`src/dcache_pkg.sv`:
```
// Shared geometry, request types, controller enums and byte-merge helper for the data cache.
package dcache_pkg;

  // Geometry: one 32-bit word per line, 512 lines.
  localparam int ADDR_W    = 32;
  localparam int DATA_W    = 32;
  localparam int LANES     = DATA_W / 8;
  localparam int NUM_LINES = 512;
  localparam int OFFSET_W  = $clog2(LANES);
  localparam int IDX_W     = $clog2(NUM_LINES);
  localparam int TAG_W     = ADDR_W - IDX_W - OFFSET_W;

  typedef logic [ADDR_W-1:0] addr_t;
  typedef logic [DATA_W-1:0] data_t;
  typedef logic [LANES-1:0]  mask_t;
  typedef logic [IDX_W-1:0]  idx_t;
  typedef logic [TAG_W-1:0]  tag_t;

  // CPU request, held by the CPU until ready. Zero mask is a read.
  typedef struct packed {
    addr_t addr;
    mask_t wmask;
    data_t wdata;
  } cpu_req_t;

  // RAM request, held while valid is high. Zero mask is a read.
  typedef struct packed {
    addr_t addr;
    mask_t wmask;
    data_t wdata;
  } ram_req_t;

  typedef enum logic [1:0] {
    REQ_READ,
    REQ_FULL_WRITE,
    REQ_PART_WRITE
  } req_kind_e;

  typedef enum logic [2:0] {
    ST_IDLE,
    ST_LOOKUP,
    ST_CHECK,
    ST_RD_REQ,
    ST_REFILL,
    ST_WR_REQ
  } state_e;

  // Per lane, new byte where the mask is set, old byte elsewhere.
  function automatic data_t merge_bytes(data_t old_word, data_t new_word, mask_t mask);
    data_t merged;
    for (int i = 0; i < LANES; i++) begin
      merged[i*8 +: 8] = mask[i] ? new_word[i*8 +: 8] : old_word[i*8 +: 8];
    end
    return merged;
  endfunction

endpackage
```
`src/dcache_index_hash.sv`:
```
// Index hash: splits a CPU byte address into tag and fold-and-rotate hashed line index.
`timescale 1ns/1ps

module dcache_index_hash (
  input  dcache_pkg::addr_t addr_i,
  output dcache_pkg::idx_t  idx_o,
  output dcache_pkg::tag_t  tag_o
);

  import dcache_pkg::*;

  idx_t raw_idx;
  idx_t fold;

  assign raw_idx = addr_i[OFFSET_W +: IDX_W];
  assign tag_o   = addr_i[ADDR_W-1 -: TAG_W];

  // Fold the tag down to index width.
  always_comb begin
    fold = '0;
    for (int i = 0; i < TAG_W; i++) begin
      fold[i % IDX_W] = fold[i % IDX_W] ^ tag_o[i];
    end
  end

  // Raw index mixed with the fold and the fold rotated right by one.
  assign idx_o = raw_idx ^ fold ^ {fold[0], fold[IDX_W-1:1]};

endmodule

```
`config.mk`:
```
export PLATFORM = sky130hd
export DESIGN_NAME = dcache_index_hash
export DESIGN_NICKNAME = d
export VERILOG_FILES = /design/src/dcache_pkg.sv /design/src/dcache_index_hash.sv
export SDC_FILE = /design/constraint.sdc
export NUM_CORES = 1
export LEC_CHECK = 0
export BUFFER_PORTS_ARGS = -buffer_cell sky130_fd_sc_hd__buf_2
export CAP_MARGIN = 20
export CELL_PAD_IN_SITES_DETAIL_PLACEMENT = 2
export CELL_PAD_IN_SITES_GLOBAL_PLACEMENT = 2
export CORE_UTILIZATION = 18
export DETAILED_ROUTE_END_ITERATION = 6
export GPL_TIMING_DRIVEN = 0
export PLACE_DENSITY = 0.93
export SYNTH_ARGS = -nofsm -noshare
export SYNTH_HDL_FRONTEND = slang
export SYNTH_SLANG_ARGS = --single-unit
```
`constraint.sdc`:
```
create_clock -name vclk -period 2.8
set_input_delay 0.42 -clock vclk [all_inputs]
set_output_delay 0.42 -clock vclk [all_outputs]
set_load 0.05 [all_outputs]
```
==> flow_results.org, run 1 <==
** Layout
- Fill cells in the final layout number 307.
- Summing all flip-flop and latch instances after layout gives 0 sq um.
- Number of flip-flops and latches :: 0
- Final #Nets :: 135
- Cells with a size suffix above 1 make up 82.2% of the layout.
- The clock buffers instantiated in the layout total 0.
- For this run, the share of the core covered by cells in the final layout is 33.0%.
- 0 antenna diodes ended up in the layout.
- Layout area overhead :: 67.3%

** Drt
- Wirelength per Cell :: 10.7 microns
- Avg Vias per Cell :: 3.86
- Number of DRC violations after detailed-routing iteration 0 :: 0
- Detailed Route WL :: 1.41 mm
- Across all layers, the routed design uses 506 vias.
- In the routed design, unresolved DRC markers number 0.
- DR pass1 iterations :: 1
- Post-route ant nets :: 0

** STA
- F_max :: 515 MHz
- For the final routed database, the setup TNS stands at 0 ns.
- The count of pins over their slew limit was 0.
- Relative max-transition margin :: 79.3%
- At the pin with the least slew margin, the transition time is 0.308 ns.
- Setup violations, final :: 0
- The worst path uses 69.4% of the clock period.
- Setup repair after global routing missed its margin :: false
- Final Critical Period :: 1.94 ns
- The count of final hold-check violations is 0.
- In the post-route analysis, the smallest setup slack over all paths is 0.858 ns.

** Global route
- Across every metal layer, demand over resource in global routing totals 8.54%.
- Largest net degree at the start of global routing :: 4
- First-pass GRT wire length :: 1.85 mm
- The via count of the first global-routing pass came to 475.
- Number of antenna violations at the first check in global routing :: 0
- Global route overflow :: 0

** Job
- Max-cap violations in this run came to 0.

** Placement
- Port Buffer Count :: 60
- At the placement stage, the worst setup path has a slack of 0.843 ns.
- Routability-driven placement finished with a final weighted congestion of 0.625.
- HPWL reported at the end of detailed placement :: 1.39 mm

** Floorplan
- The die covers 0.00300 sq mm.
- Initial core utilization :: 19.7%
- For this design the top-level I/O count stands at 62.
- Cell row count :: 18
- The floorplan step set the die height to 54.8 microns.
- The core region is 0.00254 sq mm.
- Measured along the x axis, the die boundary spans 54.8 microns.

** Setup path
- CP required :: 2.38 ns
- Most common cell on crit path :: sky130_fd_sc_hd__buf_2
- Delay of the slowest critical-path stage :: 0.45 ns
- In this run the worst setup path begins at addr_i[22].
- Along the worst path, the maximum fanout reaches 2.
- Worst Setup EP :: idx_o[1]
- STA puts the critical path data arrival time at 1.52 ns.
- Endpoint type of the worst setup path :: output pin
- CP max stage cell :: sky130_fd_sc_hd__xnor3_2
- Kind of start point of the critical path :: input port
- The critical path contains buffers and inverters numbering 2 combined.
- Among cell families on the critical path, the largest total delay comes from XOR/XNOR gates.
- The signal on the critical path passes through buf_2, xnor3_2, xnor3_1, buf_2.
- By startpoint and endpoint, the worst setup path is classified as in -> out.
- The critical path crosses 4 cells after its start point.

** Logic synthesis
- Number of distinct library cell variants in the gate-level netlist after synthesis :: 6
- Mapped Avg Cell Area :: 12.2 sq um
- Main combinational cell family by area after synthesis :: XOR/XNOR gates
- Share of the synthesized netlist area taken by xor and xnor gates :: 68.6%
- Adder-cell area share of the yosys netlist :: 0%
- Post-Synthesis Cells :: 41
- The synthesized netlist devotes 0% of its cell area to compound gates.
- The mapped netlist covers 502 sq um.
- Measured against the total synthesized area, the mux share comes to 0%.
- Area share of and/or/nand/nor cells after synthesis :: 0%
- When the netlist entered floorplanning its net count stood at 73.
- For this run, the number of Yosys warnings is 0.
- Sequential cell area fraction in the yosys report :: 0%

** CTS
- Hold repair after CTS inserted 0 buffers.
- Once the clock tree was built, the setup fixing pass inserted 0 buffers.
- Number of gates resized after cts :: 0

** Min path
- The path class of the tightest hold or removal check is in -> out.

** Power
- Leak pwr :: 0.552 nW
- Pwr Density :: 461 mW/mm^2
- Across the VDD grid, the largest voltage drop is 0.187 mV.

** Status
- The run finished with clean final reports.
[cell families (layout without fill, tap and decap cells)]
kind of cell              Yosys count  after routing
xor gates and xnor gates           20             20
buffers and inverters              21             81
[stage by stage]
| stage | power (mW) | instance area, sq um | std cells | hold slack (ns) |
|---|---|---|---|---|
| after floorplan | 0.306 | 502 | 41 | 1.01 |
| final | 0.387 | 840 | 131 | 1.26 |
| after CTS | 0.393 | 840 | 131 | 1.26 |
| after global placement | 0.385 | 840 | 131 | 1.26 |
| after detailed placement | 0.393 | 840 | 131 | 1.26 |
| after global routing | 0.406 | 840 | 131 | 1.27 |
[area by class of cell]
| class | count | area, sq um | share of cell area, % |
|---|---|---|---|
| tap | 30 | 37.5 | 4.47 |
| timing repair buffer | 60 | 300 | 35.8 |
| buffer | 21 | 158 | 18.8 |
| multi-input combinational | 20 | 344 | 41.0 |
[placed cells by master, fill, tap and decap left out]
cell / netlist / layout
sky130_fd_sc_hd__buf_2: 0 / 60
sky130_fd_sc_hd__buf_4: 21 / 21
sky130_fd_sc_hd__xnor3_1: 10 / 10
sky130_fd_sc_hd__xor2_1: 5 / 5
sky130_fd_sc_hd__xnor2_1: 3 / 3
sky130_fd_sc_hd__xnor3_2: 1 / 1
sky130_fd_sc_hd__xor3_2: 1 / 1
[metal layers]
layer / part of all wire, % / vias up / global-route usage [%] / wire length [microns]
met5: 0 / - / 0 / 0
met4: 0 / 0 / 0 / 0
met3: 13 / 0 / 0.556 / 182
met2: 62 / 39 / 22.5 / 874
met1: 25 / 231 / 5.79 / 348
li1: - / 236 / - / -
[power breakdown]
group / internal [mW] / switching [mW] / total (mW)
registers: 0 / 0 / 0
clock network: 0 / 0 / 0
logic: 0.132 / 0.255 / 0.387
total: 0.132 / 0.255 / 0.387
[Yosys cell counts]
cell	count	area [sq um]
sky130_fd_sc_hd__buf_4	21	158
sky130_fd_sc_hd__xor2_1	5	43.8
sky130_fd_sc_hd__xor3_2	1	25.0
sky130_fd_sc_hd__xnor3_2	1	23.8
sky130_fd_sc_hd__xnor2_1	3	26.3
sky130_fd_sc_hd__xnor3_1	10	225
[tightest hold or removal path, cell delays in order]
cell,delay (ns)
sky130_fd_sc_hd__buf_2,0.10
sky130_fd_sc_hd__buf_4,0.12
sky130_fd_sc_hd__buf_2,0.20
[how the worst min path moves through the flow]
stage          startpoint   endpoint  slack [ns]  cells after the start
6_report       addr_i[20]   tag_o[9]        1.26                      3
5_1_grt        addr_i[30]  tag_o[19]        1.27                      3
4_1_cts        addr_i[20]   tag_o[9]        1.26                      3
3_5_place_dp   addr_i[20]   tag_o[9]        1.26                      3
3_3_place_gp   addr_i[20]   tag_o[9]        1.26                      3
2_1_floorplan  addr_i[11]   tag_o[0]        1.01                      1
No activity file was read; power rests on OpenSTA's default activity.
==> run 2, diff against run 1 <==
Settings changed: CORE_UTILIZATION 18 to 17, PLACE_DENSITY 0.93 to 0.89.
Clock period 2.8 ns to 1.8 ns, I/O delays scaled along.
==> run 2 against run 1 <==
Worst hold slack got worse by 0.30 ns. Total power grew 55%. First-iteration DRC count rose by 7. Die area up 5.7%. Critical path type unchanged.
==> flow_results.org, run 2 (synthesis gave the netlist of run 1 again) <==
** Drt
- Post-route ant nets :: 0
- Number of DRC violations after detailed-routing iteration 0 :: 7
- Wirelength per Cell :: 10.6 microns
- Avg Vias per Cell :: 3.79
- Detailed Route WL :: 1.41 mm
- DR pass1 iterations :: 2
- DRC violation count after routing :: 0
- The routed layout has 500 vias.

** Setup path
- Critical path arrival :: 1.37 ns
- Cell breakdown of the critical path :: buf_2, xor3_2, xnor3_1, buf_2
- STA classifies the critical path endpoint as an output pin.
- Together, buffers and inverters on the worst path number 2.
- Kind of start point of the critical path :: input port
- Most common cell on crit path :: sky130_fd_sc_hd__buf_2
- Delay of the slowest critical-path stage :: 0.45 ns
- CP required :: 1.53 ns
- Along the worst path, the maximum fanout reaches 2.
- For this design, the slowest cell found on the critical path is sky130_fd_sc_hd__xor3_2.
- Worst Setup Path Type :: in -> out
- Crit-path leading delay family :: XOR/XNOR gates

** Status
- The run finished with clean final reports.

** STA
- Setup violations remaining at the end of the flow were counted as 0.
- For this run, the top clock speed supported by timing is 611 MHz.
- Worst-Margin Slew :: 0.308 ns
- Final hold violation count :: 0
- In the finished design, the share of the clock period the worst path needs comes to 90.9%.
- Once routing completed, OpenROAD measured the worst setup slack at 0.164 ns.
- Measured against its own limit, the worst slew margin works out to 79.3%.
- Total Neg Setup Slack :: 0 ns
- Final Critical Period :: 1.64 ns
- Across all hold checks on the routed design, the worst slack comes to 0.962 ns.
- Setup repair after global routing left no endpoint under its margin.
- Number of pins exceeding their max-slew limit in the final report :: 0

** Job
- Max-cap check violation count :: 0

** Floorplan
- Height of the chip :: 56.3 microns
- The initial utilization of the core area, before any placement, comes to 18.0%.
- Cell row count :: 19
- I/O pin count :: 62
- Core footprint :: 0.00278 sq mm
- The die covers 0.00317 sq mm.
- Die extent in x :: 56.3 microns

** Layout
- Layout Cells excl Fill :: 132
- The net count of the finished layout is 135.
- The number of antenna diodes in the final layout is 0.
- The library cell used most frequently in the layout, excluding fill and tap cells, is sky130_fd_sc_hd__buf_2.
- Layout area overhead :: 67.6%
- The multi-input combinational cells in the finished layout cover a total of 344 sq um.
- The layout has 0 clock buffers.
- Highest-count cells in the layout ignoring fill and taps :: sky130_fd_sc_hd__buf_2, sky130_fd_sc_hd__buf_4, sky130_fd_sc_hd__xnor3_1
- Of the cells placed in the final design, the portion with a size suffix greater than 1 is 82.2%.
- The finished cells cover 841 sq um.
- Number of flip-flops and latches :: 0
- At the end of the flow the core is filled with cells to 30.2%.
- Counting the fill cells in the layout gives 316.
- Seq. cell area :: 0 sq um

** Placement
- At the placement stage, the worst setup path has a slack of 0.148 ns.
- Placed standard-cell area :: 841 sq um
- Count of placed standard cells including taps :: 132
- Routability-driven placement finished with a final weighted congestion of 0.649.
- The count of buffers added on input and output ports is 60.
- HPWL reported at the end of detailed placement :: 1.37 mm

** CTS
- Buffers inserted to repair hold after CTS numbered 0.
- Buffers added to address setup during post-CTS repair amount to 0.
- Number of gates resized after cts :: 0

** Power
- Sequential cells burn 0% of the power.
- Across the VDD grid, the largest voltage drop is 0.277 mV.
- Summing internal, switching and leakage power gives 0.602 mW.
- Combinational logic burns 100.0% of the power.
- Of the total power, the share spent switching nets is 65.9%.
- In this run the power spent charging and discharging nets is 0.397 mW.
- Pwr Density :: 716 mW/mm^2
- Clock network power share :: 0%
- Summed over all cells, the static leakage comes to 0.552 nW.
- Total internal power :: 0.205 mW

** Min path
- The tightest min-delay check is of the in -> out type.

** Global route
- Entering global routing, the biggest net connects 4 pins.
- The first global-routing pass estimated 2.27 mm of wire.
- The number of antenna violations at the first check in global routing is 0.
- Via count of the first global-routing pass :: 545
- Global route overflow :: 0
- Global routing consumed, over all layers together, 8.69% of the routing resources.
==> run 2: final cells by class <==
type                       count  share of cell area, %
tap                           31                   4.61
buffer                        21                   18.7
timing repair buffer          60                   35.7
multi-input combinational     20                   40.9
==> run 2: tightest hold or removal path, cell delays in order <==
cell,delay [ns]
sky130_fd_sc_hd__buf_2,0.11
sky130_fd_sc_hd__buf_4,0.12
sky130_fd_sc_hd__buf_2,0.20
==> run 2: final timing paths <==
path,from,endpoint,slack [ns],cells past startpoint
max,addr_i[21],idx_o[0],0.16,4
min,addr_i[21],tag_o[10],0.96,3
==> run 2: power groups by stage <==
stage | Sequential, mW | Combinational, mW | Clock (mW)
2_1_floorplan | 0 | 0.477 | 0
3_3_place_gp | 0 | 0.599 | 0
3_5_place_dp | 0 | 0.608 | 0
4_1_cts | 0 | 0.610 | 0
5_1_grt | 0 | 0.630 | 0
6_report | 0 | 0.602 | 0
==> run 2: layer usage <==
layer  track usage, %  wire length, microns  vias to the layer above
met1             7.90                   412                      224
li1                 -                     -                      237
met3             1.15                   159                        0
met2             20.2                   833                       39
met5                0                     0                        -
met4                0                     0                        0
==> run 3, diff against run 2 <==
Settings changed: CORE_UTILIZATION 17 to 18, PLACE_DENSITY 0.89 to 0.93, RECOVER_POWER set to 100.
Clock period 1.8 ns to 2.05 ns, I/O delays scaled along.
==> run 3 against run 2 <==
Non-clock buffer count unchanged. Sequential share of layout area stayed put. Setup slack gained 0.080 ns. Critical path depth is the same. Via count increased by 1.2%. Global-route usage decreased by 0.15 points. Clock-buffer cell count stayed put. Critical endpoint is now idx_o[2]. Utilization up 1.4 points. First-iteration DRC count decreased by 100%.
==> flow_results.org, run 3 (synthesis gave the netlist of run 1 again) <==
** Layout
- Counting the clock-network buffers in the layout gives 0.
- The repair_antennas step left the layout with diodes totalling 0.
- After the last flow step, the layout net total stands at 135.
- Post-Layout Inst Area :: 805 sq um
- The filler cells instantiated in the layout total 331.
- Registers take 0 sq um.
- The post-route netlist has 54.5% of its cells at a drive strength greater than 1.
- Layout Cells excl Fill :: 131
- Leaving out fill and tap cells, the most frequent cells in the layout are sky130_fd_sc_hd__buf_2, sky130_fd_sc_hd__clkbuf_1, sky130_fd_sc_hd__buf_4.
- The library cell used most frequently in the layout, excluding fill and tap cells, is sky130_fd_sc_hd__buf_2.
- The area growth from synthesis to layout is 60.3%.
- Number of flip-flops and latches :: 0
- Multi-input logic area :: 344 sq um

** STA
- Final Critical Period :: 1.81 ns
- For the pin with the worst max-slew slack, the measured transition is 0.615 ns.
- Setup violations remaining at the end of the flow were counted as 0.
- Based on the critical path, the design can be clocked at up to 554 MHz.
- Total Neg Setup Slack :: 0 ns
- The count of final hold-check violations was 0.
- Period utilisation layout :: 88.1%
- Relative max-transition margin :: 59.2%
- On the final layout, the worst hold slack is 1.12 ns.
- Setup repair after global routing missed its margin :: false
- The count of pins over their slew limit is 0.

** Power
- Total Power Consumption :: 0.513 mW
- Pwr Density :: 638 mW/mm^2
- VDD sags by at most 0.260 mV.
- The analysis attributes to cell leakage a power of 0.475 nW.

** Floorplan
- 62 I/O pins were placed.
- For this configuration, the core starts out at a cell density of 19.7%.
- Cell row count :: 18
- The die is 54.8 microns tall.
- In this run the horizontal extent of the chip is 54.8 microns.
- DIE AREA :: 0.00300 sq mm
- Core footprint :: 0.00254 sq mm

** Drt
- DRC violation count after routing :: 0
- Wires add up to 1.41 mm.
- Dividing the detail-routed wire length by the instance count gives 10.8 microns.
- The count of nets left with antenna violations once routing finished came out at 0.
- Met3 wire length :: 168 microns
- Vias after detailed routing :: 506
- Topmost layer with routed signal wires :: met3
- In the final routing, the length of wire on met1 measures 371 microns.
- In the detailed route, the total length drawn on met2 is 870 microns.
- After the first detailed-routing iteration, the DRC count stood at 0.
- DR pass1 iterations :: 1
- Avg Vias per Cell :: 3.86

** Global route
- Global routing used 8.54% of the available tracks.
- For this run the aggregate overflow at the end of global routing stands at 0.
- The number of antenna violations at the first check in global routing is 0.
- Entering global routing, the biggest net connects 4 pins.
- The via count of the first global-routing pass was 475.
- The first global-routing pass estimated 1.85 mm of wire.

** CTS
- Cts-stage hold buffer count :: 0
- Number of gates resized after cts :: 0
- Setup fix buffers added after clock tree synthesis :: 0

** Placement
- HPWL reported at the end of detailed placement :: 1.39 mm
- Routability-driven placement congestion ratio :: 0.625
- After detailed placement, the design holds a cell count of 131.
- Input and output buffers added on the ports amount to 60.
- Placed standard-cell area :: 840 sq um

** Min path
- The tightest min-delay check is of the in -> out type.

** Setup path
- Worst Setup Path Type :: in -> out
- Critical path arrival :: 1.50 ns
- STA classifies the critical path endpoint as an output pin.
- STA classifies the critical path startpoint as an input port.
- In this run the worst path has a maximum fanout of 2.
- Data on the critical path is required at its endpoint by 1.74 ns.

** Job
- Across the run, the number of max-cap violations was 0.

** Status
- The run finished with clean final reports.
==> run 3: cell count changes in the layout (fill, tap and decap cells not counted) <==
cell	change
sky130_fd_sc_hd__buf_2	-30
sky130_fd_sc_hd__clkbuf_1	+28
sky130_fd_sc_hd__clkbuf_2	+2
==> run 3: worst paths after layout <==
kind | start | endpoint | slack [ns] | depth (start not counted)
worst min-delay path | addr_i[20] | tag_o[9] | 1.12 | 3
worst max-delay path | addr_i[22] | idx_o[2] | 0.24 | 4
==> run 3: cell type report <==
| type | count | area share, % |
|---|---|---|
| well taps | 30 | 4.67 |
| multi-input cells | 20 | 42.8 |
| plain buffers | 21 | 19.6 |
| repair buffers | 60 | 33.0 |
==> run 3: metal layers <==
metal / track usage [%] / up-vias
met5: 0 / -
met1: 5.79 / 231
met2: 22.5 / 39
met3: 0.556 / 0
li1: - / 236
met4: 0 / 0
==> run 3: worst max-delay path: stages <==
cell                       delay, ns
sky130_fd_sc_hd__buf_2          0.10
sky130_fd_sc_hd__xnor3_2        0.45
sky130_fd_sc_hd__xor2_1         0.17
sky130_fd_sc_hd__clkbuf_1       0.48
==> run 3: stage by stage <==
stage,worst slack (ns),utilization (%)
after floorplan,0.226,-
after detailed placement,0.318,33.0
after global placement,0.336,33.0
final,0.244,31.6
after global routing,0.194,31.6
after CTS,0.314,33.0
==> run 3: where the power goes <==
part           switching, mW  internal [mW]
clock                      0              0
sequential                 0              0
combinational          0.351          0.162
