## src/dcache_pkg.sv

```systemverilog
// Shared geometry, request types, controller enums and byte-merge helper for the data cache.
package dcache_pkg;

  // Geometry: one 32-bit word per line, 512 lines.
  localparam int ADDR_W    = 32;
  localparam int DATA_W    = 32;
  localparam int LANES     = DATA_W / 8;
  localparam int NUM_LINES = 512;
  localparam int OFFSET_W  = $clog2(LANES);
  localparam int IDX_W     = $clog2(NUM_LINES);
  localparam int TAG_W     = ADDR_W - IDX_W - OFFSET_W;

  typedef logic [ADDR_W-1:0] addr_t;
  typedef logic [DATA_W-1:0] data_t;
  typedef logic [LANES-1:0]  mask_t;
  typedef logic [IDX_W-1:0]  idx_t;
  typedef logic [TAG_W-1:0]  tag_t;

  // CPU request, held by the CPU until ready. Zero mask is a read.
  typedef struct packed {
    addr_t addr;
    mask_t wmask;
    data_t wdata;
  } cpu_req_t;

  // RAM request, held while valid is high. Zero mask is a read.
  typedef struct packed {
    addr_t addr;
    mask_t wmask;
    data_t wdata;
  } ram_req_t;

  typedef enum logic [1:0] {
    REQ_READ,
    REQ_FULL_WRITE,
    REQ_PART_WRITE
  } req_kind_e;

  typedef enum logic [2:0] {
    ST_IDLE,
    ST_LOOKUP,
    ST_CHECK,
    ST_RD_REQ,
    ST_REFILL,
    ST_WR_REQ
  } state_e;

  // Per lane, new byte where the mask is set, old byte elsewhere.
  function automatic data_t merge_bytes(data_t old_word, data_t new_word, mask_t mask);
    data_t merged;
    for (int i = 0; i < LANES; i++) begin
      merged[i*8 +: 8] = mask[i] ? new_word[i*8 +: 8] : old_word[i*8 +: 8];
    end
    return merged;
  endfunction

endpackage
```

## src/dcache_ctrl.sv

```systemverilog
// Cache controller: request FSM with write-through, partial-miss merge and allocate policy.
`timescale 1ns/1ps

module dcache_ctrl (
  input  logic                 clk,
  input  logic                 resetn,
  input  logic                 flush_i,
  input  logic                 cpu_valid_i,
  input  dcache_pkg::cpu_req_t cpu_req_i,
  output logic                 cpu_ready_o,
  output dcache_pkg::data_t    cpu_rdata_o,
  output logic                 ram_valid_o,
  output dcache_pkg::ram_req_t ram_req_o,
  input  logic                 ram_ready_i,
  input  dcache_pkg::data_t    ram_rdata_i,
  output logic                 lookup_en_o,
  output logic                 fill_en_o,
  output dcache_pkg::data_t    fill_data_o,
  input  logic                 hit_i,
  input  dcache_pkg::data_t    rdata_i
);

  import dcache_pkg::*;

  state_e    state_q;
  state_e    state_d;
  req_kind_e kind;
  req_kind_e kind_q;
  logic      alloc_q;
  data_t     pending_q;

  always_comb begin
    if (cpu_req_i.wmask == '0) begin
      kind = REQ_READ;
    end else if (&cpu_req_i.wmask) begin
      kind = REQ_FULL_WRITE;
    end else begin
      kind = REQ_PART_WRITE;
    end
  end

  always_comb begin
    state_d = state_q;
    case (state_q)
      ST_IDLE: begin
        if (cpu_valid_i) begin
          state_d = ST_LOOKUP;
        end
      end
      ST_LOOKUP: state_d = ST_CHECK;
      ST_CHECK: begin
        if (hit_i) begin
          state_d = (kind == REQ_READ) ? ST_IDLE : ST_WR_REQ;
        end else begin
          // Full stores skip the read and never allocate.
          state_d = (kind == REQ_FULL_WRITE) ? ST_WR_REQ : ST_RD_REQ;
        end
      end
      ST_RD_REQ: begin
        if (ram_ready_i) begin
          state_d = (kind_q == REQ_READ) ? ST_REFILL : ST_WR_REQ;
        end
      end
      ST_REFILL: state_d = ST_IDLE;
      ST_WR_REQ: begin
        if (ram_ready_i) begin
          state_d = ST_IDLE;
        end
      end
      default: state_d = ST_IDLE;
    endcase
  end

  always_ff @(posedge clk) begin
    if (!resetn || flush_i) begin
      state_q <= ST_IDLE;
      kind_q  <= REQ_READ;
      alloc_q <= 1'b0;
    end else begin
      state_q <= state_d;
      if (state_q == ST_CHECK) begin
        kind_q  <= kind;
        alloc_q <= hit_i || (kind == REQ_PART_WRITE);
      end
    end
  end

  // Pending word: store data, hit merge, or the captured RAM word.
  always_ff @(posedge clk) begin
    if (state_q == ST_CHECK) begin
      if (kind == REQ_FULL_WRITE) begin
        pending_q <= cpu_req_i.wdata;
      end else if (hit_i) begin
        pending_q <= merge_bytes(rdata_i, cpu_req_i.wdata, cpu_req_i.wmask);
      end
    end else if (state_q == ST_RD_REQ && ram_ready_i) begin
      // A read mask keeps every RAM byte.
      pending_q <= merge_bytes(ram_rdata_i, cpu_req_i.wdata, cpu_req_i.wmask);
    end
  end

  always_comb begin
    cpu_ready_o     = 1'b0;
    cpu_rdata_o     = '0;
    ram_valid_o     = 1'b0;
    ram_req_o.addr  = cpu_req_i.addr;
    ram_req_o.wmask = '0;
    ram_req_o.wdata = '0;
    lookup_en_o     = 1'b0;
    fill_en_o       = 1'b0;
    fill_data_o     = pending_q;
    case (state_q)
      ST_IDLE: lookup_en_o = cpu_valid_i;
      ST_CHECK: begin
        if (hit_i && kind == REQ_READ) begin
          cpu_ready_o = 1'b1;
          cpu_rdata_o = rdata_i;
        end
      end
      ST_RD_REQ: ram_valid_o = 1'b1;
      ST_REFILL: begin
        cpu_ready_o = 1'b1;
        cpu_rdata_o = pending_q;
        fill_en_o   = 1'b1;
      end
      ST_WR_REQ: begin
        ram_valid_o     = 1'b1;
        ram_req_o.wmask = cpu_req_i.wmask;
        ram_req_o.wdata = pending_q;
        if (ram_ready_i) begin
          cpu_ready_o = 1'b1;
          fill_en_o   = alloc_q;
        end
      end
      default: ;
    endcase
  end

endmodule

```

## config.mk

```make
export PLATFORM = sky130hd
export DESIGN_NAME = dcache_ctrl
export DESIGN_NICKNAME = d
export VERILOG_FILES = /design/src/dcache_pkg.sv /design/src/dcache_ctrl.sv
export SDC_FILE = /design/constraint.sdc
export NUM_CORES = 1
export LEC_CHECK = 0
export CORE_AREA = 3 3 105 107
export CTS_CLUSTER_SIZE = 40
export DETAILED_ROUTE_END_ITERATION = 8
export DIE_AREA = 0 0 108 110
export DONT_BUFFER_PORTS = 1
export SLEW_MARGIN = 10
export SYNTH_ARGS = -nofsm -noshare
export SYNTH_HDL_FRONTEND = slang
export SYNTH_SLANG_ARGS = --single-unit
```

## constraint.sdc

```tcl
create_clock -name clk -period 3.3 [get_ports clk]
set_input_delay 0.165 -clock clk [delete_from_list [all_inputs] [get_ports clk]]
set_output_delay 0.165 -clock clk [all_outputs]
set_load 0.05 [all_outputs]
```

==> results.md, run 1 <==
* Hold crit path type: in2reg
* Footprint of the multi-input gates at 1460 sq um
* Lkg Pwr at 0.946 nW
* Least-Margin Pin Slew at 1.04 ns
* Initial antenna violation count at 0
* Mapped Nets at 447
* Clk pwr share at 32.6%
* Net Sw Power at 0.241 mW
* Number of port buffers at 0
* Final setup fails at 0
* Die Y at 110 um
* Sequential area share after synthesis at 36.0%
* 1st-pass router iterations at 5
* CTS max path bufs at 2
* Cells after Synth at 309
* Maximum clock rate at 0.384 GHz
* Worst Path Buf+Inv at 1
* Final wirelength at 9.50 mm
* Grt total ovfl at 0
* CTS Buf Count at 5
* CTS Hold Bufs at 0
* Wire per inst at 23.9 um
* Clock Pin Slew Worst Setup and Hold Paths at 0.08 ns
* Diodes inserted at 0
* H-tree Lvls at 2
* Synthesized area at 3000 sq um
* Seq pwr share at 58.1%
* Initial Utilization at 29.3%
* Area growth, synth to finish at -4.51%
* Number of fill cells at 1064
* Fin. max-slew vios at 0
* Final worst path period share at 78.8%
* CP max stage delay at 0.78 ns
* Post-CTS resize count at 0
* Pin count of the biggest net entering global routing at 49
* Netlist cell types at 33
* Vias in the first global route at 2114
* Ys async rst share at 0%
* Root buffer cell: clkbuf_8
* Internal power at 0.718 mW
* Die ar. at 11900 sq um
* Layout Skew at 0.00676 ns
* Crit path capture type: output pin
* TNS Setup at 0 ns
* Number of synthesized flops with an enable pin at 32
* Crit Path Class: reg2out
* GR Util All Layers at 14.2%
* Clock Latency Late Sink at 0.28 ns
* Via Count at 2316
* Unrepaired setup endpoints after global routing: false
* Worst setup margin at 0.698 ns
* Peak VDD IR at 107 uV
* Share of the synthesized area in the top cell type at 32.0%
* Register area at 1080 sq um
* PD cells at 335 nW/um^2
* Synth area leader: edfxtp_1
* Slowest stage cell, crit path: nor2b_2
* Power share of the combinational group at 9.3%
* Post-route DRC at 0
* Post-synth top flop: edfxtp_1
* Nets at 398
* HPWL reported at the end of detailed placement at 6.88 mm
* ANT nets after route at 0
* Switching Share at 25.1%
* Period minus WS final at 2.60 ns
* Initial DRC Count at 199
* Hold Fails Final Rpt at 0
* Chip width at 108 um
* IO Pins at 274
* Worst EP required at 3.13 ns
* Vias per inst at 5.83
* Core Region at 10200 sq um
* Yosys reg bits at 38
* Row count at 37
* Share of layout cells above drive strength 1 at 8.81%
* CTS tree: yes
* Critical path peak fanout at 22
* Arrival time worst endpoint at 2.44 ns
* MaxCap Viol Count at 0
* Outcome: complete, no violations
* Cell Chain, Critical Path: nor2b_2 > buf_4 > and3_1
* Max transition margin at 30.9%
* Post-CTS setup buffer count at 0
* Clock sink count at 38
* Synth warn at 0
* Syn Area/Cell at 9.71 sq um
* Worst slack at placement at 0.999 ns
* Startpoint Class: flop
* Global placer's final weighted congestion at 0.729
* Synth top area cells: edfxtp_1, mux2i_1, a32o_1, buf_4, and3_1
* First-pass GRT wire length at 12.5 mm
* Top delay family on crit path: simple AND/OR/NAND/NOR gates
[per-stage QoR]
step	power [mW]	cell area, sq um	util (%)	cells	hold WS (ns)
CTS	0.982	2860	28.0	397	0.0636
global route	1.01	2860	28.0	397	0.0549
finish	0.959	2860	28.0	397	0.0736
global placement	0.655	2780	27.2	389	0.330
detailed placement	0.658	2780	27.2	389	0.330
floorplan	0.757	3000	-	309	0.356
[cell usage in the layout (no fill, tap or decap), types with 2 or more instances in the layout]
master    instances
o21ai_1          31
dfxtp_1           5
clkbuf_1          3
nor3_1            4
o21ai_0           3
edfxtp_1         32
nand2_1          37
nor2_1            6
clkbuf_8          5
nand2b_4          2
and3_1           36
a21oi_1           4
mux2i_1          34
a32o_1           32
buf_4             7
[sequential cells by signal (all words and copies together) (netlist names)]
register     flops
alloc_q          1
fill_data_o     32
kind_q           2
state_q          3
[cells by family after synthesis]
group	after synthesis	synth area share (%)
buffers and inverters	64	16.1
flip-flops	38	36.0
AO/OA/AOI/OAI	78	19.3
multiplexers	34	11.3
AND/OR/NAND/NOR	95	17.3
[per-layer routing]
metal	share of wire [%]	up-vias	track usage (%)
met2	51	176	26.0
met4	2.1	0	4.96
li1	-	1032	-
met5	0	-	0
met1	37	1091	16.0
met3	9.9	17	3.79
[cell usage after synthesis, types with 2 or more instances]
cell and number:
dfxtp_1 6, o21ai_1 30, nor2b_1 2, nor2_1 7, buf_6 3, mux2i_1 34, clkbuf_2 4, o21ai_0 4
edfxtp_1 32, a21oi_1 4, nand2b_4 2, buf_4 33, buf_8 7, a32o_1 32, clkbuf_1 8, nand2_1 37
and3_1 36, buf_2 9, nor3_1 5
[layout make-up]
| cell class | instances | area share, % |
|---|---|---|
| multi-input combinational | 207 | 50.9 |
| sequential | 38 | 37.8 |
| timing repair buffer | 8 | 2.53 |
| clock buffer | 8 | 2.80 |
| tap | 136 | 5.94 |
[path summary, 6_finish.rpt]
check	start	end	slack, ns	cells past startpoint
max	state_q[2]$_SDFFE_PP0P_	ram_req_o[9]	0.70	3
min	cpu_req_i[35]	fill_data_o[30]$_DFFE_PP_	0.07	2
max reg2reg	state_q[0]$_SDFFE_PP0P_	fill_data_o[1]$_DFFE_PP_	1.04	4
min reg2reg	kind_q[0]$_SDFFE_PP0P_	kind_q[0]$_SDFFE_PP0P_	0.53	2
[power groups by stage]
stage	sequential, mW	combinational (mW)	clock, mW
6_report	0.557	0.0892	0.313
5_1_grt	0.558	0.100	0.352
4_1_cts	0.556	0.0904	0.335
3_5_place_dp	0.567	0.0912	0
3_3_place_gp	0.567	0.0881	0
2_1_floorplan	0.557	0.200	0
[worst reg2reg max path: cells and delay by family (launching register included)]
family	cells	cell delay, ns
DFF	1	0.61
and+or+nand+nor	1	0.57
buffers and inverters	1	0.32
muxes	1	0.37
AOI/OAI and AO/OA	1	0.13
No activity file was read; power rests on OpenSTA's default activity.
==> inputs of run 2 (changes only) <==
- clock period: 3.3 -> 2.7 ns (I/O delays scaled with it)
==> results.md, run 2 (synthesis results as in run 1) <==
* Seq pwr share at 52.7%
* CTS Hold Bufs at 0
* CTS max path bufs at 2
* Die ar. at 11900 sq um
* Share of layout cells above drive strength 1 at 20.5%
* Number of port buffers at 0
* Hold path cells at 2
* Number of flip-flops in the largest register at 32
* GR Util All Layers at 14.3%
* Worst slack at placement at 0.499 ns
* Startpoint Class: flop
* Max transition margin at 44.5%
* Lkg Pwr at 1.16 nW
* Final setup fails at 0
* First-pass GRT wire length at 12.8 mm
* Die Y at 110 um
* H-tree Lvls at 2
* Number of fill cells at 1055
* Layout Skew at 0.0153 ns
* Global placer's final weighted congestion at 0.790
* Cell Chain, Critical Path: nand2b_4 > nor2_2 > buf_4 > a32o_1 > buf_4
* Worst setup margin at 0.219 ns
* Clock Latency Late Sink at 0.29 ns
* Post-route DRC at 0
* Grt total ovfl at 0
* Worst EP required at 2.57 ns
* TNS Setup at 0 ns
* MaxCap Viol Count at 0
* Critical path peak fanout at 17
* Post-CTS setup buffer count at 0
* Via Count at 2473
* Final worst path period share at 91.9%
* Period minus WS final at 2.48 ns
* Crit path capture type: output pin
* Area growth, synth to finish at 5.21%
* Core Region at 10200 sq um
* Final wirelength at 9.66 mm
* Register area at 1080 sq um
* Vias per inst at 5.70
* Hold Fails Final Rpt at 0
* Clk pwr share at 37.8%
* Fin. max-slew vios at 0
* CP most frequent cell: buf_4
* Nets at 435
* Post-CTS resize count at 0
* Clock sink count at 38
* Row count at 37
* Critical Path Stages at 5
* Leading cell type in the layout, fill and taps excluded: buf_4
* Reg2Reg Depth at 3
* Peak VDD IR at 206 uV
* Initial Utilization at 29.3%
* Initial DRC Count at 131
* Root buffer cell: clkbuf_8
* CTS Buf Count at 5
* Pin count of the biggest net entering global routing at 38
* ANT nets after route at 0
* Footprint of the multi-input gates at 1460 sq um
* Hold crit path type: in2reg
* CTS tree: yes
* Diodes inserted at 0
* Chip width at 108 um
* Clock Pin Slew Worst Setup and Hold Paths at 0.09 ns
* Arrival time worst endpoint at 2.35 ns
* Vias in the first global route at 2325
* CP max stage delay at 0.63 ns
* Net Sw Power at 0.303 mW
* Crit Path Class: reg2out
* Slowest stage cell, crit path: nor2_2
* Wire per inst at 22.3 um
* Critical R2R Launch: state_q[1]$_SDFFE_PP0P_
* Switching Share at 23.7%
* Outcome: complete, no violations
* Internal power at 0.973 mW
* Critical Path Start: state_q[1]$_SDFFE_PP0P_
* HPWL reported at the end of detailed placement at 7.05 mm
* Worst Path Buf+Inv at 2
* Maximum clock rate at 0.403 GHz
* IO Pins at 274
* Least-Margin Pin Slew at 0.831 ns
* 1st-pass router iterations at 4
* PD cells at 404 nW/um^2
* Most frequent cells in the layout: buf_4, nand2_1, and3_1
* Top delay family on crit path: simple AND/OR/NAND/NOR gates
* Initial antenna violation count at 0
* Power share of the combinational group at 9.5%
* Worst hold path startpoint: cpu_req_i[32]
* Unrepaired setup endpoints after global routing: false
==> run 2: cell count changes in the layout (fill, tap and decap cells not counted), sizes merged <==
cell and change:
bufinv +1, buf +37, clkbuf -1
==> run 2: power by group through the flow <==
stage / combinational, mW / sequential, mW / clock (mW)
floorplan: 0.245 / 0.681 / 0
global placement: 0.118 / 0.685 / 0
detailed placement: 0.123 / 0.685 / 0
CTS: 0.122 / 0.672 / 0.499
global route: 0.134 / 0.673 / 0.529
finish: 0.121 / 0.672 / 0.482
==> run 2: area by class of cell <==
cell class                 instances  area share (%)
sequential                        38            34.3
multi-input combinational        207            46.2
tap                              136            5.39
clock inverter                     1           0.952
timing repair buffer              45            10.7
clock buffer                       7            2.42
==> run 2: stage by stage <==
stage | std cells | hold slack, ns | power, mW | utilization, % | instance area [sq um]
after global routing | 434 | 0.0351 | 1.34 | 30.8 | 3160
after detailed placement | 426 | 0.270 | 0.808 | 29.8 | 3050
after floorplan | 309 | 0.326 | 0.925 | - | 3000
final | 434 | 0.0366 | 1.28 | 30.8 | 3160
after CTS | 434 | 0.0286 | 1.29 | 30.8 | 3160
after global placement | 426 | 0.270 | 0.803 | 29.8 | 3050
==> run 2: layer usage <==
| metal | GRT usage (%) | part of all wire, % |
|---|---|---|
| met1 | 16.2 | 39 |
| met2 | 26.8 | 52 |
| met3 | 3.49 | 8.3 |
| met4 | 4.15 | 1.2 |
| met5 | 0 | 0 |
==> run 2: path summary, 6_finish.rpt <==
| check | end | slack (ns) |
|---|---|---|
| worst max-delay path | cpu_rdata_o[17] | 0.22 |
| worst max register to register | fill_data_o[6]$_DFFE_PP_ | 0.52 |
| worst min-delay path | fill_data_o[0]$_DFFE_PP_ | 0.04 |
| worst min register to register | kind_q[0]$_SDFFE_PP0P_ | 0.54 |
==> inputs of run 3 (changes only) <==
- CORE_AREA: 3 3 105 107 -> 8 8 101 103
- DIE_AREA: 0 0 108 110 -> 0 0 109 111
==> results.md, run 3 (synthesis results as in run 1) <==
* Final wirelength at 10.6 mm
* GR Util All Layers at 16.2%
* Chip width at 109 um
* Grt total ovfl at 0
* M1 WL at 3.60 mm
* Met2 wire len at 5.50 mm
* Maximum clock rate at 0.424 GHz
* Power share of the combinational group at 10.4%
* Via Count at 2480
* Footprint of the multi-input gates at 1460 sq um
* Crit Path Class: reg2out
* Final worst path period share at 87.3%
* Layout Skew at 0.00250 ns
* Least-Margin Pin Slew at 0.775 ns
* CTS tree: yes
* Post-route DRC at 0
* Number of flip-flops in the largest register at 32
* Worst hold path startpoint: cpu_req_i[29]
* Switching Share at 25.1%
* Lkg Pwr at 1.15 nW
* ANT nets after route at 0
* Tot Pwr at 1.17 mW
* Post-CTS resize count at 0
* Clock Latency Late Sink at 0.28 ns
* Worst EP required at 2.57 ns
* Critical R2R Launch: state_q[1]$_SDFFE_PP0P_
* Reg2Reg Depth at 3
* Hold crit path type: in2reg
* Seq pwr share at 57.5%
* Most frequent cells in the layout: buf_4, nand2_1, and3_1
* Clock sink count at 38
* Root buffer cell: clkbuf_8
* Internal power at 0.875 mW
* H-tree Lvls at 2
* Number of port buffers at 0
* Startpoint Class: flop
* Hold_ws at 0.0506 ns
* Unrepaired setup endpoints after global routing: false
* Area growth, synth to finish at 3.96%
* Final setup fails at 0
* Core Region at 8550 sq um
* Worst Setup EP: cpu_rdata_o[29]
* Clk pwr share at 32.0%
* IO Pins at 274
* HPWL reported at the end of detailed placement at 8.14 mm
* Critical Path Start: state_q[1]$_SDFFE_PP0P_
* Vias in the first global route at 2587
* CTS Hold Bufs at 0
* Net Sw Power at 0.294 mW
* Diodes inserted at 0
* Share of layout cells above drive strength 1 at 20.2%
* Post-layout util at 36.5%
* Clock Pin Slew Worst Setup and Hold Paths at 0.07 ns
* Outcome: complete, no violations
* Register area at 1080 sq um
* Leading cell type in the layout, fill and taps excluded: buf_4
* CTS Buf Count at 5
* Wire per inst at 26.2 um
* Pin count of the biggest net entering global routing at 34
* Initial DRC Count at 196
* Max transition margin at 48.1%
* PD cells at 375 nW/um^2
* CTS max path bufs at 2
* 1st-pass router iterations at 4
* Peak VDD IR at 151 uV
* Post-CTS setup buffer count at 0
* Fin. max-slew vios at 0
* Row count at 34
* First-pass GRT wire length at 15.4 mm
* Initial antenna violation count at 0
* Global placer's final weighted congestion at 0.792
* TNS Setup at 0 ns
* Highest routing layer actually used: met4
* Initial Utilization at 35.1%
* MaxCap Viol Count at 0
* Arrival time worst endpoint at 2.22 ns
* Fin area at 3120 sq um
* Die Y at 111 um
* Wire length on met3 at 1.41 mm
* Reg-to-reg endpoint: fill_data_o[3]$_DFFE_PP_
* Placed cell area at 3040 sq um
* Hold Fails Final Rpt at 0
* Nets at 434
* Die ar. at 12100 sq um
* Vias per inst at 6.12
* Number of fill cells at 875
* R2r setup slk at 0.56 ns
* Critical path peak fanout at 24
* Period minus WS final at 2.36 ns
* Crit path capture type: output pin
## run 3: through the flow
stage	worst slack, ns	cells
final	0.342	405
after global routing	0.195	405
after CTS	0.336	405
after detailed placement	0.516	397
after global placement	0.599	397
after floorplan	0.240	309
## run 3: how the worst min path moves through the flow
stage,slack (ns),cells after the start,endpoint
CTS,0.04,2,fill_data_o[4]$_DFFE_PP_
global placement,0.27,0,ram_req_o[36]
global route,0.05,1,fill_data_o[12]$_DFFE_PP_
finish,0.05,2,fill_data_o[29]$_DFFE_PP_
detailed placement,0.27,0,ram_req_o[36]
floorplan,0.33,2,fill_data_o[29]$_DFFE_PP_
## run 3: layout make-up
type	instances	share of cell area [%]
Timing Repair Buffer	44	11.4
Clock buffer	6	2.33
Sequential cell	38	34.7
Clock inverter	2	0.281
Multi-Input combinational cell	207	47.0
Tap cell	108	4.33
## run 3: layer usage
layer,global-route usage [%],vias to the layer above
li1,-,1102
met2,30.3,187
met4,3.29,0
met1,15.8,1180
met3,6.92,11
met5,0,-
## run 3: power by group through the flow
stage | logic (mW) | registers (mW) | clock network, mW
CTS | 0.124 | 0.673 | 0.395
finish | 0.122 | 0.673 | 0.374
global placement | 0.121 | 0.686 | 0
global route | 0.136 | 0.674 | 0.429
floorplan | 0.245 | 0.681 | 0
detailed placement | 0.124 | 0.686 | 0
## run 3: worst max-delay path, stage by stage (launching register included)
cell and delay [ns]:
dfxtp_1 0.59, nand2b_4 0.16, nor2_8 0.40, buf_4 0.37
a32o_1 0.21, buf_4 0.20
